File: src/pu_bus_pkg.sv
`default_nettype none

// Layout of the attribute field that travels next to every data word on
// the shared bus. Only the invalid flag has a meaning today; the other
// bits are reserved and driven as zero by every unit.
package pu_bus_pkg;

    localparam int attr_width       = 4; // Attribute bits per bus word
    localparam int attr_invalid_bit = 0; // Set when the word must not be trusted

    typedef logic [attr_width-1:0] attr_t;

endpackage

`default_nettype wire

File: src/pu_ctrl_pkg.sv
`default_nettype none

// Transfer program format for the sequencer
package pu_ctrl_pkg;

    typedef enum logic [2:0] {
        src_none  = 3'd0, // Bus stays at zero
        src_ext   = 3'd1, // External input port
        src_mult  = 3'd2,
        src_accum = 3'd3,
        src_fram  = 3'd4
    } src_e;

    typedef enum logic [2:0] {
        dst_none  = 3'd0, // Nobody takes the bus value
        dst_mult  = 3'd1,
        dst_accum = 3'd2,
        dst_fram  = 3'd3,
        dst_ext   = 3'd4  // Result output register
    } dst_e;

    typedef struct packed {
        src_e       src;
        dst_e       dst;
        logic       sel;  // Multiplier operand index, or add instead of load
        logic [1:0] addr; // Register bank word
        logic       last; // Final step of the program
    } instr_t;

    localparam int instr_width = $bits(instr_t);

endpackage

`default_nettype wire

File: src/pu_multiplier.sv
`timescale 1ns/1ps
`default_nettype none

module pu_multiplier
    import pu_bus_pkg::*;
#(
    parameter int DATA_WIDTH = 32
) (
    input  wire logic                  clk,
    input  wire logic                  rst,
    input  wire logic                  signal_wr,
    input  wire logic                  signal_sel,
    input  wire logic [DATA_WIDTH-1:0] data_in,
    input  wire attr_t                 attr_in,
    input  wire logic                  signal_oe,
    output logic      [DATA_WIDTH-1:0] data_out,
    output attr_t                      attr_out
);

    localparam int HALF = DATA_WIDTH / 2;

    logic [DATA_WIDTH-1:0] arg [2];
    logic                  arg_inv [2];
    logic                  sel_q;           // Sel level one cycle back
    logic                  capture;         // Pulses one cycle after sel falls
    logic [DATA_WIDTH-1:0] product;
    logic                  product_inv;
    logic [DATA_WIDTH-1:0] result;
    logic                  result_inv;
    attr_t                 result_attr;

    // An operand fits when its upper half and the sign bit of its lower
    // half are all the same value
    function automatic logic fits_half(input logic [DATA_WIDTH-1:0] value);
        logic [HALF:0] top;
        top = value[DATA_WIDTH-1:HALF-1];
        return (&top) || !(|top);
    endfunction

    always_ff @(posedge clk) begin
        if (rst) begin
            arg[0]     <= '0;
            arg[1]     <= '0;
            arg_inv[0] <= 1'b0;
            arg_inv[1] <= 1'b0;
        end else if (signal_wr) begin
            arg[signal_sel]     <= data_in;
            arg_inv[signal_sel] <= attr_in[attr_invalid_bit];
        end
    end

    assign product = $signed(arg[0][HALF-1:0]) * $signed(arg[1][HALF-1:0]);
    assign product_inv = !fits_half(arg[0]) || !fits_half(arg[1])
                         || arg_inv[0] || arg_inv[1];

    always_ff @(posedge clk) begin
        if (rst) begin
            sel_q   <= 1'b0;
            capture <= 1'b0;
        end else begin
            sel_q   <= signal_sel;
            capture <= sel_q && !signal_sel; // Falling edge of sel
        end
    end

    always_ff @(posedge clk) begin
        if (rst) begin
            result     <= '0;
            result_inv <= 1'b0;
        end else if (capture) begin
            result     <= product;
            result_inv <= product_inv;
        end
    end

    always_comb begin
        result_attr                   = '0;
        result_attr[attr_invalid_bit] = result_inv;
    end

    assign data_out = signal_oe ? result : '0;
    assign attr_out = signal_oe ? result_attr : '0;

    // An unknown strobe would silently corrupt an operand
    a_wr_known: assert property (@(posedge clk) disable iff (rst)
        !$isunknown(signal_wr));

endmodule

`default_nettype wire

File: src/pu_accum.sv
`timescale 1ns/1ps
`default_nettype none

module pu_accum
    import pu_bus_pkg::*;
#(
    parameter int DATA_WIDTH = 32
) (
    input  wire logic                  clk,
    input  wire logic                  rst,
    input  wire logic                  signal_wr,
    input  wire logic                  signal_sel,
    input  wire logic [DATA_WIDTH-1:0] data_in,
    input  wire attr_t                 attr_in,
    input  wire logic                  signal_oe,
    output logic      [DATA_WIDTH-1:0] data_out,
    output attr_t                      attr_out
);

    logic [DATA_WIDTH-1:0] acc;
    logic                  acc_inv;
    logic [DATA_WIDTH-1:0] sum;
    logic                  overflow;
    attr_t                 acc_attr;

    assign sum = acc + data_in;

    // Signed overflow when both addends share a sign and the sum does not
    assign overflow = (acc[DATA_WIDTH-1] == data_in[DATA_WIDTH-1])
                      && (sum[DATA_WIDTH-1] != acc[DATA_WIDTH-1]);

    always_ff @(posedge clk) begin
        if (rst) begin
            acc     <= '0;
            acc_inv <= 1'b0;
        end else if (signal_wr) begin
            if (signal_sel) begin
                acc     <= sum;
                acc_inv <= acc_inv || overflow || attr_in[attr_invalid_bit]; // Sticky
            end else begin
                acc     <= data_in;
                acc_inv <= attr_in[attr_invalid_bit];
            end
        end
    end

    always_comb begin
        acc_attr                   = '0;
        acc_attr[attr_invalid_bit] = acc_inv;
    end

    assign data_out = signal_oe ? acc : '0;
    assign attr_out = signal_oe ? acc_attr : '0;

endmodule

`default_nettype wire

File: src/pu_fram.sv
`timescale 1ns/1ps
`default_nettype none

module pu_fram
    import pu_bus_pkg::*;
#(
    parameter int DATA_WIDTH = 32
) (
    input  wire logic                  clk,
    input  wire logic                  rst,
    input  wire logic                  signal_wr,
    input  wire logic [1:0]            signal_addr,
    input  wire logic [DATA_WIDTH-1:0] data_in,
    input  wire attr_t                 attr_in,
    input  wire logic                  signal_oe,
    output logic      [DATA_WIDTH-1:0] data_out,
    output attr_t                      attr_out
);

    logic [DATA_WIDTH-1:0] words [4];
    attr_t                 attrs [4];

    always_ff @(posedge clk) begin
        if (rst) begin
            for (int i = 0; i < 4; i++) begin
                words[i] <= '0;
                attrs[i] <= '0;
            end
        end else if (signal_wr) begin
            words[signal_addr] <= data_in;
            attrs[signal_addr] <= attr_in; // Whole field kept, not just the invalid flag
        end
    end

    assign data_out = signal_oe ? words[signal_addr] : '0;
    assign attr_out = signal_oe ? attrs[signal_addr] : '0;

endmodule

`default_nettype wire

File: src/pu_sequencer.sv
`timescale 1ns/1ps
`default_nettype none

module pu_sequencer
    import pu_ctrl_pkg::*;
#(
    parameter int PROG_DEPTH = 16
) (
    input  wire logic                          clk,
    input  wire logic                          rst,
    input  wire logic                          prog_we,
    input  wire logic [$clog2(PROG_DEPTH)-1:0] prog_addr,
    input  wire logic [instr_width-1:0]        prog_data,
    input  wire logic                          start,
    output logic                               in_take,
    output logic                               ext_oe,
    output logic                               mult_oe,
    output logic                               accum_oe,
    output logic                               fram_oe,
    output logic                               mult_wr,
    output logic                               mult_sel,
    output logic                               accum_wr,
    output logic                               accum_sel,
    output logic                               fram_wr,
    output logic [1:0]                         fram_addr,
    output logic                               out_capture,
    output logic                               busy,
    output logic                               done
);

    localparam int PC_WIDTH = $clog2(PROG_DEPTH);

    instr_t                prog_mem [PROG_DEPTH];
    instr_t                cur;
    logic   [PC_WIDTH-1:0] pc;
    logic                  mult_sel_q;
    logic                  accum_sel_q;
    logic   [1:0]          fram_addr_q;

    // Program loads are ignored while a run is in progress
    always_ff @(posedge clk) begin
        if (prog_we && !busy) begin
            prog_mem[prog_addr] <= instr_t'(prog_data);
        end
    end

    assign cur = prog_mem[pc];

    always_ff @(posedge clk) begin
        if (rst) begin
            pc   <= '0;
            busy <= 1'b0;
            done <= 1'b0;
        end else begin
            done <= busy && cur.last;
            if (!busy) begin
                if (start) begin
                    pc   <= '0;
                    busy <= 1'b1;
                end
            end else if (cur.last) begin
                busy <= 1'b0;
            end else begin
                pc <= pc + 1'b1;
            end
        end
    end

    // One source enable per step
    assign ext_oe   = busy && (cur.src == src_ext);
    assign mult_oe  = busy && (cur.src == src_mult);
    assign accum_oe = busy && (cur.src == src_accum);
    assign fram_oe  = busy && (cur.src == src_fram);
    assign in_take  = ext_oe;

    assign mult_wr     = busy && (cur.dst == dst_mult);
    assign accum_wr    = busy && (cur.dst == dst_accum);
    assign fram_wr     = busy && (cur.dst == dst_fram);
    assign out_capture = busy && (cur.dst == dst_ext);

    // Sel levels follow the step that writes the unit and hold otherwise
    assign mult_sel  = mult_wr ? cur.sel : mult_sel_q;
    assign accum_sel = accum_wr ? cur.sel : accum_sel_q;
    assign fram_addr = (fram_wr || fram_oe) ? cur.addr : fram_addr_q;

    always_ff @(posedge clk) begin
        if (rst) begin
            mult_sel_q  <= 1'b0;
            accum_sel_q <= 1'b0;
            fram_addr_q <= '0;
        end else begin
            mult_sel_q  <= mult_sel;
            accum_sel_q <= accum_sel;
            fram_addr_q <= fram_addr;
        end
    end

    a_no_start_busy: assert property (@(posedge clk) disable iff (rst)
        !(start && busy));

endmodule

`default_nettype wire

File: src/pu_net.sv
`timescale 1ns/1ps
`default_nettype none

module pu_net
    import pu_bus_pkg::*;
    import pu_ctrl_pkg::*;
#(
    parameter int DATA_WIDTH = 32,
    parameter int PROG_DEPTH = 16
) (
    input  wire logic                          clk,
    input  wire logic                          rst,
    input  wire logic                          prog_we,
    input  wire logic [$clog2(PROG_DEPTH)-1:0] prog_addr,
    input  wire logic [instr_width-1:0]        prog_data,
    input  wire logic                          start,
    input  wire logic [DATA_WIDTH-1:0]         in_data,
    input  wire attr_t                         in_attr,
    output logic                               in_take,
    output logic                               out_valid,
    output logic      [DATA_WIDTH-1:0]         out_data,
    output attr_t                              out_attr,
    output logic                               busy,
    output logic                               done
);

    logic                  ext_oe, mult_oe, accum_oe, fram_oe;
    logic                  mult_wr, mult_sel, accum_wr, accum_sel, fram_wr;
    logic [1:0]            fram_addr;
    logic                  out_capture;
    logic [DATA_WIDTH-1:0] mult_data, accum_data, fram_data, bus_data;
    attr_t                 mult_attr, accum_attr, fram_attr, bus_attr;

    pu_sequencer #(
        .PROG_DEPTH(PROG_DEPTH)
    ) i_pu_sequencer (
        .clk, .rst, .prog_we, .prog_addr, .prog_data, .start, .in_take,
        .ext_oe, .mult_oe, .accum_oe, .fram_oe,
        .mult_wr, .mult_sel, .accum_wr, .accum_sel, .fram_wr, .fram_addr,
        .out_capture, .busy, .done
    );

    // Units drive zero unless enabled, so OR-ing them forms the bus
    assign bus_data = (ext_oe ? in_data : '0) | mult_data | accum_data | fram_data;
    assign bus_attr = (ext_oe ? in_attr : '0) | mult_attr | accum_attr | fram_attr;

    pu_multiplier #(.DATA_WIDTH(DATA_WIDTH)) i_pu_multiplier (
        .clk, .rst, .signal_wr(mult_wr), .signal_sel(mult_sel),
        .data_in(bus_data), .attr_in(bus_attr), .signal_oe(mult_oe),
        .data_out(mult_data), .attr_out(mult_attr)
    );

    pu_accum #(.DATA_WIDTH(DATA_WIDTH)) i_pu_accum (
        .clk, .rst, .signal_wr(accum_wr), .signal_sel(accum_sel),
        .data_in(bus_data), .attr_in(bus_attr), .signal_oe(accum_oe),
        .data_out(accum_data), .attr_out(accum_attr)
    );

    pu_fram #(.DATA_WIDTH(DATA_WIDTH)) i_pu_fram (
        .clk, .rst, .signal_wr(fram_wr), .signal_addr(fram_addr),
        .data_in(bus_data), .attr_in(bus_attr), .signal_oe(fram_oe),
        .data_out(fram_data), .attr_out(fram_attr)
    );

    always_ff @(posedge clk) begin
        if (rst) begin
            out_valid <= 1'b0;
        end else begin
            out_valid <= out_capture;
        end
    end

    always_ff @(posedge clk) begin
        if (out_capture) begin
            out_data <= bus_data;
            out_attr <= bus_attr;
        end
    end

endmodule

`default_nettype wire

File: config.mk
export PLATFORM = sky130hd
export DESIGN_NAME = pu_net
export DESIGN_NICKNAME = d
export VERILOG_FILES = /design/src/pu_bus_pkg.sv /design/src/pu_ctrl_pkg.sv /design/src/pu_multiplier.sv /design/src/pu_accum.sv /design/src/pu_fram.sv /design/src/pu_sequencer.sv /design/src/pu_net.sv
export SDC_FILE = /design/constraint.sdc
export NUM_CORES = 2
export LEC_CHECK = 0
export BUFFER_PORTS_ARGS = -buffer_cell sky130_fd_sc_hd__buf_2
export CAP_MARGIN = 40
export CORE_AREA = 2 2 278 280
export CTS_BUF_LIST = sky130_fd_sc_hd__clkbuf_2 sky130_fd_sc_hd__clkbuf_4 sky130_fd_sc_hd__clkbuf_8
export DETAILED_ROUTE_END_ITERATION = 10
export DIE_AREA = 0 0 280 282
export PLACE_DENSITY = 0.6
export SETUP_SLACK_MARGIN = 0.4
export SLEW_MARGIN = 20
export SYNTH_ARGS = -nofsm -noshare
export SYNTH_HDL_FRONTEND = slang
export SYNTH_SLANG_ARGS = --single-unit
File: constraint.sdc
create_clock -name clk -period 8.1 [get_ports clk]
set_input_delay 1.62 -clock clk [delete_from_list [all_inputs] [get_ports clk]]
set_output_delay 1.62 -clock clk [all_outputs]
set_load 0.05 [all_outputs]
Word level (Yosys, flattened, before mapping)
Memories as Yosys holds them, arrays and structs flattened. A register that Yosys moved wholly into a read port is not among the register bits.
Cells that the tools add are included.
- output and inout bits: 40
- ROM bits: 0
- RAM bits: 370
- input port bits: 54
- memories: 5
- register bits: 114
- word-level logic and storage cells: 118
- bits in latches: 0
- memory list (memory ; depth ; width ; rd ports ; clocked after Yosys merged registers in ; write ports ; RTL line ; RTL):
    i_pu_sequencer.prog_mem ; 16 ; 10 ; 1 ; 1 ; 1 ; pu_sequencer.sv:33 ; instr_t prog_mem [PROG_DEPTH];
    i_pu_fram.words ; 4 ; 32 ; 1 ; 0 ; 4 ; pu_fram.sv:20 ; logic [DATA_WIDTH-1:0] words [4];
    i_pu_multiplier.arg ; 2 ; 32 ; 2 ; 0 ; 2 ; pu_multiplier.sv:22 ; logic [DATA_WIDTH-1:0] arg [2];
    i_pu_fram.attrs ; 4 ; 4 ; 1 ; 0 ; 4 ; pu_fram.sv:21 ; attr_t attrs [4];
    i_pu_multiplier.arg_inv ; 2 ; 1 ; 2 ; 0 ; 2 ; pu_multiplier.sv:23 ; logic arg_inv [2];
- reductions and logical operators: 36
- bitwise operators: 6
- divide/modulo/power cells: 0
- $lt $le $gt $ge: 0
- equal/unequal tests: 11
- mux-type cells: 43
- add/subtract/negate cells: 2
- shift operators: 0
- $mul: 1
- operator list (cell ; number):
    32-bit two-way mux ; 7
    32-bit bitwise OR ; 3
    32-bit OR reduction ; 2
    17-bit AND reduction ; 2
    17-bit OR reduction ; 2
    32-bit adder ; 1
    16-bit by 16-bit multiplier with 32-bit output ; 1
    4-bit two-way mux ; 8
    1-bit two-way mux ; 25
    3-bit by 2-bit equality test with 1-bit output (second input constant) ; 4
    1-bit logical AND ; 12
    4-bit bitwise OR ; 3
    1-bit logical OR ; 8
    3-bit by 1-bit equality test with 1-bit output (second input constant) ; 2
    3-bit equality test (second input constant) ; 2
    1-bit logical NOT ; 6
    2-bit two-way mux ; 3
    4-bit by 1-bit adder with 4-bit output (second input constant) ; 1
    4-bit OR reduction ; 1
    2-bit inequality test (second input constant) ; 1
    2-bit AND reduction ; 1
    2-bit nonzero test ; 1
    1-bit equality test ; 1
    1-bit inequality test ; 1
    1-bit OR reduction ; 1

Longest topological paths before layout
An unclocked memory read counts as a cell.
- depth after elaboration: 13
- gate-level depth with buffers: 28
- mapped depth without buffers: 25

Modules after synthesis
From an unflattened synthesis, not the netlist that was laid out.
- cell total of the unflattened synthesis: 2722
- area, all modules: 32225.9 um^2
- modules (own cells, without submodules) (module ; area each (um^2) ; cells each ; times used ; sequential area each (um^2)):
    pu_multiplier ; 14024.7 ; 1446 ; 1 ; 2682.6
    pu_sequencer ; 6787.8 ; 332 ; 1 ; 5084.9
    pu_fram ; 6456.2 ; 436 ; 1 ; 4324.1
    pu_accum ; 3399.5 ; 430 ; 1 ; 660.6
    pu_net ; 1557.7 ; 78 ; 1 ; 1101.1

Worst setup path after synthesis
No wires, ideal clock.
- path type: register to register
- start point: memory i_pu_multiplier.arg[0][15]
- end point: register i_pu_multiplier.result[31]
- required time: 8014 ps
- cell stages (with the launch flop): 27
- data arrival time: 6355 ps
- path slack: 1659 ps
- setup time: 86 ps
- cell sequence: edfxtp_1 > clkbuf_1 > clkbuf_1 > nand2_1 > fa_1 > inv_1 > fa_1 > inv_1 > fa_1 > inv_1 > fa_1 > fa_1 > inv_1 > fa_1 > inv_1 > ha_1 > clkbuf_1 > a21o_1 > a21o_1 > a21o_1 > a21oi_1 > nand2b_1 > o221ai_1 > a21oi_1 > a311o_1 > xnor2_1 > a211oi_1
- RTL lines (what ; RTL line ; RTL):
    start, declared ; pu_multiplier.sv:22 ;
    end signal, assigned ; pu_multiplier.sv:71 ; result <= product;
    end, declared ; pu_multiplier.sv:28 ; logic [DATA_WIDTH-1:0] result;

==> run_results.csv <==
group,metric,value,unit
die,die_y,282,um
power,finalPower,6.91,mW
die,rows,101,
global_route,grt_pass1_vias,22200,
power,powerDensity,198,nW/um^2
cts,clk_pin_slew,0.07,ns
sta,relSlewSlack,44.2,%
worst_setup_path,cp.arrival,7.79,ns
synthesis,synthTopCellsByArea,"edfxtp_1 38%, fa_1 17%, mux4_2 5.2%",
finish,drive_gt1_share,14.7,%
sta,rsz0062_at_grt,"no",
sta,drv_slew,0,
synthesis,synth-warning-count,0,
sta,max_freq,139,MHz
power,combPwrFrac,28.5,%
power,pwr-share-clk,30.8,%
power,p_seq_share,40.7,%
cts,cts_num_sinks,487,
place,globalplace.congestion,0.871,
die,die_area,79000,um^2
finish,final_cells,3866,
worst_setup_path,startpoint_type,"flip-flop",
power,peakVddDrop,125,uV
place,dp_hpwl,59700,um
drt,via_count,21200,
job,cap_violations,0,
sta,hold_viol,0,
sta,worst_slack,0.912,ns
synthesis,async_reset_ff_share,0,%
place,place_area,33300,um^2
synthesis,avgSynthCellArea,11.7,um^2
cts,clockBufferDepth,3,
die,coreArea,75700,um^2
sta,fin_crit_sh,88.7,%
worst_setup_path,crit_slowest_cell,"mux2_2",
finish,final_area,35000,um^2
global_route,grt_max_degree,67,
drt,firstDrtPassIters,5,
cts,cts_buffers,78,
global_route,grt_util_all_layers,21.7,%
finish,final.fill_count,6815,
drt,drtAntennaViolNets,0,
synthesis,synth_ff_type,"edfxtp_1",
power,p_switching,2.21,mW
worst_setup_path,path_class,"flip-flop to flip-flop",
sta,tns,0,ns
sta,worst_pin_slew,0.835,ns
finish,final_common_cell,"edfxtp_1",
worst_setup_path,worstPathRequired,8.70,ns
finish,nets,3252,
min_path,worstHoldPathType,"flip-flop to flip-flop",
place,dpl_worst_slack,0.649,ns
drt,drt_iter0_markers,1703,
worst_setup_path,slowest_delay,0.58,ns
synthesis,synth-seq-area-share,43.5,%
cts,htreeDepth,3,
synthesis,synth_top_area_cell,"edfxtp_1",
power,power.leakage,14.4,nW
finish,finish.utilization,46.2,%
cts,cts_root_buf,"clkbuf_8",
power,intPower,4.70,mW
sta,fin_skew,0.0505,ns
global_route,grt_pass1_wl,131000,um
drt,wl_per_cell,21.5,um
die,io_pins,94,
worst_setup_path,cp-end-kind,"flip-flop",
outcome,status,"finished, final reports clean",
synthesis,synth.distinct_cells,76,
global_route,antenna_found_initial,3,
drt,drt_drc_violations_left,0,
sta,setup_violations,0,
place,io_buffers,93,
synthesis,ys_ff_latch,487,
synthesis,yosysTopAreaCellShare,38.4,%
die,start_util,41.9,%
finish,layout_common_cells,"406 x edfxtp_1, 358 x inv_1, 328 x nor2_1",
cts,cts_tree,"done",
power,swShare,32.0,%
drt,routed_via_density,5.49,
worst_setup_path,crit_fanout,23,
cts,clk_latency,0.68,ns
finish,area_growth,10.1,%
sta,timing.hold.ws,0.496,ns
synthesis,synth_area,31800,um^2
drt,wl,83200,um
synthesis,syn_nets,3151,
synthesis,synth_edf_count,406,
place,place_inst,3710,
worst_setup_path,critical_path.cell_chain,"buf_4, mux4_2, a22oi_1, nand3_1, nand3_4, nand2_4, mux2_2, buf_4, mux4_2, nand2_1, and2_1, inv_1, ha_1, nand2_1, or3_1, or2_2, o2111ai_1, a31oi_1, or3b_1, o2111a_1, nor2_1",
die,dieWidth,280,um
sta,fin_crit,7.19,ns
global_route,grt.overflow.total,0,
synthesis,synthCells,2720,
-- layout make-up --
cell class                      instances  area (um^2)  share of cell area (%)
Sequential cell                       487        13800                    39.5
Timing Repair Buffer                  154          946                    2.71
Inverter                              358         1340                    3.84
Multi-Input combinational cell       1742        16000                    45.9
Antenna cell                            3         7.51                  0.0215
Tap cell                              978         1220                    3.50
Clock buffer                          115         1400                    3.99
Clock inverter                         29          186                   0.533
-- worst max-delay path: cells and delay by family, from the launching register on --
family	cells	cell delay [ns]
simple gates	10	2.48
flops	1	0.55
fa+ha+maj	1	0.43
buf+inv	3	1.06
compound gates	4	1.07
mux	3	1.49
-- synth_stat cells (all sizes together), types with 55 or more instances --
| cell | number |
|---|---|
| a21oi | 55 |
| and2 | 133 |
| clkbuf | 100 |
| dfxtp | 81 |
| edfxtp | 406 |
| fa | 263 |
| ha | 114 |
| inv | 358 |
| mux2i | 60 |
| mux4 | 79 |
| nand2 | 222 |
| nor2 | 329 |
| o21ai | 73 |
-- registers in the layout, summed over array words and instances, names as in the netlist, 2 cells and up, named ones only --
| name | cells |
|---|---|
| out_attr | 4 |
| i_pu_sequencer.prog_mem | 160 |
| i_pu_multiplier.arg_inv | 2 |
| i_pu_sequencer.pc | 4 |
| out_data | 32 |
| i_pu_fram.attrs | 16 |
| i_pu_multiplier.result | 32 |
| i_pu_fram.words | 128 |
| i_pu_accum.acc | 32 |
| i_pu_multiplier.arg | 64 |
| i_pu_sequencer.fram_addr_q | 2 |
-- per-layer routing --
metal	part of all wire, %	global-route usage (%)
met4	2.2	6.69
met3	7.0	3.36
met2	48	35.1
met1	43	30.2
met5	0	0
-- power groups by stage --
| stage | logic, mW | registers [mW] | clock network, mW |
|---|---|---|---|
| 2_1_floorplan | 1.45 | 2.84 | 0 |
| 3_3_place_gp | 1.92 | 2.86 | 0 |
| 3_5_place_dp | 1.94 | 2.87 | 0 |
| 4_1_cts | 1.98 | 2.81 | 2.18 |
| 5_1_grt | 2.22 | 2.82 | 2.29 |
| 6_report | 1.97 | 2.81 | 2.13 |
-- cells by family (layout without fill, tap and decap cells) --
group,count (synthesis),count (layout),share of synthesized area (%)
DFF,487,487,43.5
and+or+nand+nor,848,848,12.4
AOI/OAI and AO/OA,307,307,7.26
other,0,3,0
adders and majority gates,377,377,21.1
muxes,152,152,8.05
xor gates and xnor gates,58,58,1.60
buffers and inverters,491,656,6.12
-- what timing repair did --
| item | 4_1_cts | 5_1_grt |
|---|---|---|
| buffers inserted | 0 | 7 |
| gates resized for setup | 0 | 1 |
| hold buffers | 0 | 0 |
| hold endpoints to repair | 0 | 0 |
| endpoints found under the setup margin | 0 | 9 |
-- path summary, 6_finish.rpt --
check	start	cells past startpoint	endpoint	slack, ns
setup / recovery	flip-flop	21	i_pu_accum.acc_inv$_SDFFE_PP0P_	0.91
hold / removal	i_pu_multiplier.result[5]$_SDFFE_PP0P_	2	i_pu_multiplier.result[5]$_SDFFE_PP0P_	0.50
setup reg to reg	flip-flop	21	i_pu_accum.acc_inv$_SDFFE_PP0P_	0.91
hold reg to reg	i_pu_multiplier.result[5]$_SDFFE_PP0P_	2	i_pu_multiplier.result[5]$_SDFFE_PP0P_	0.50
No activity file was read; power rests on OpenSTA's default activity.
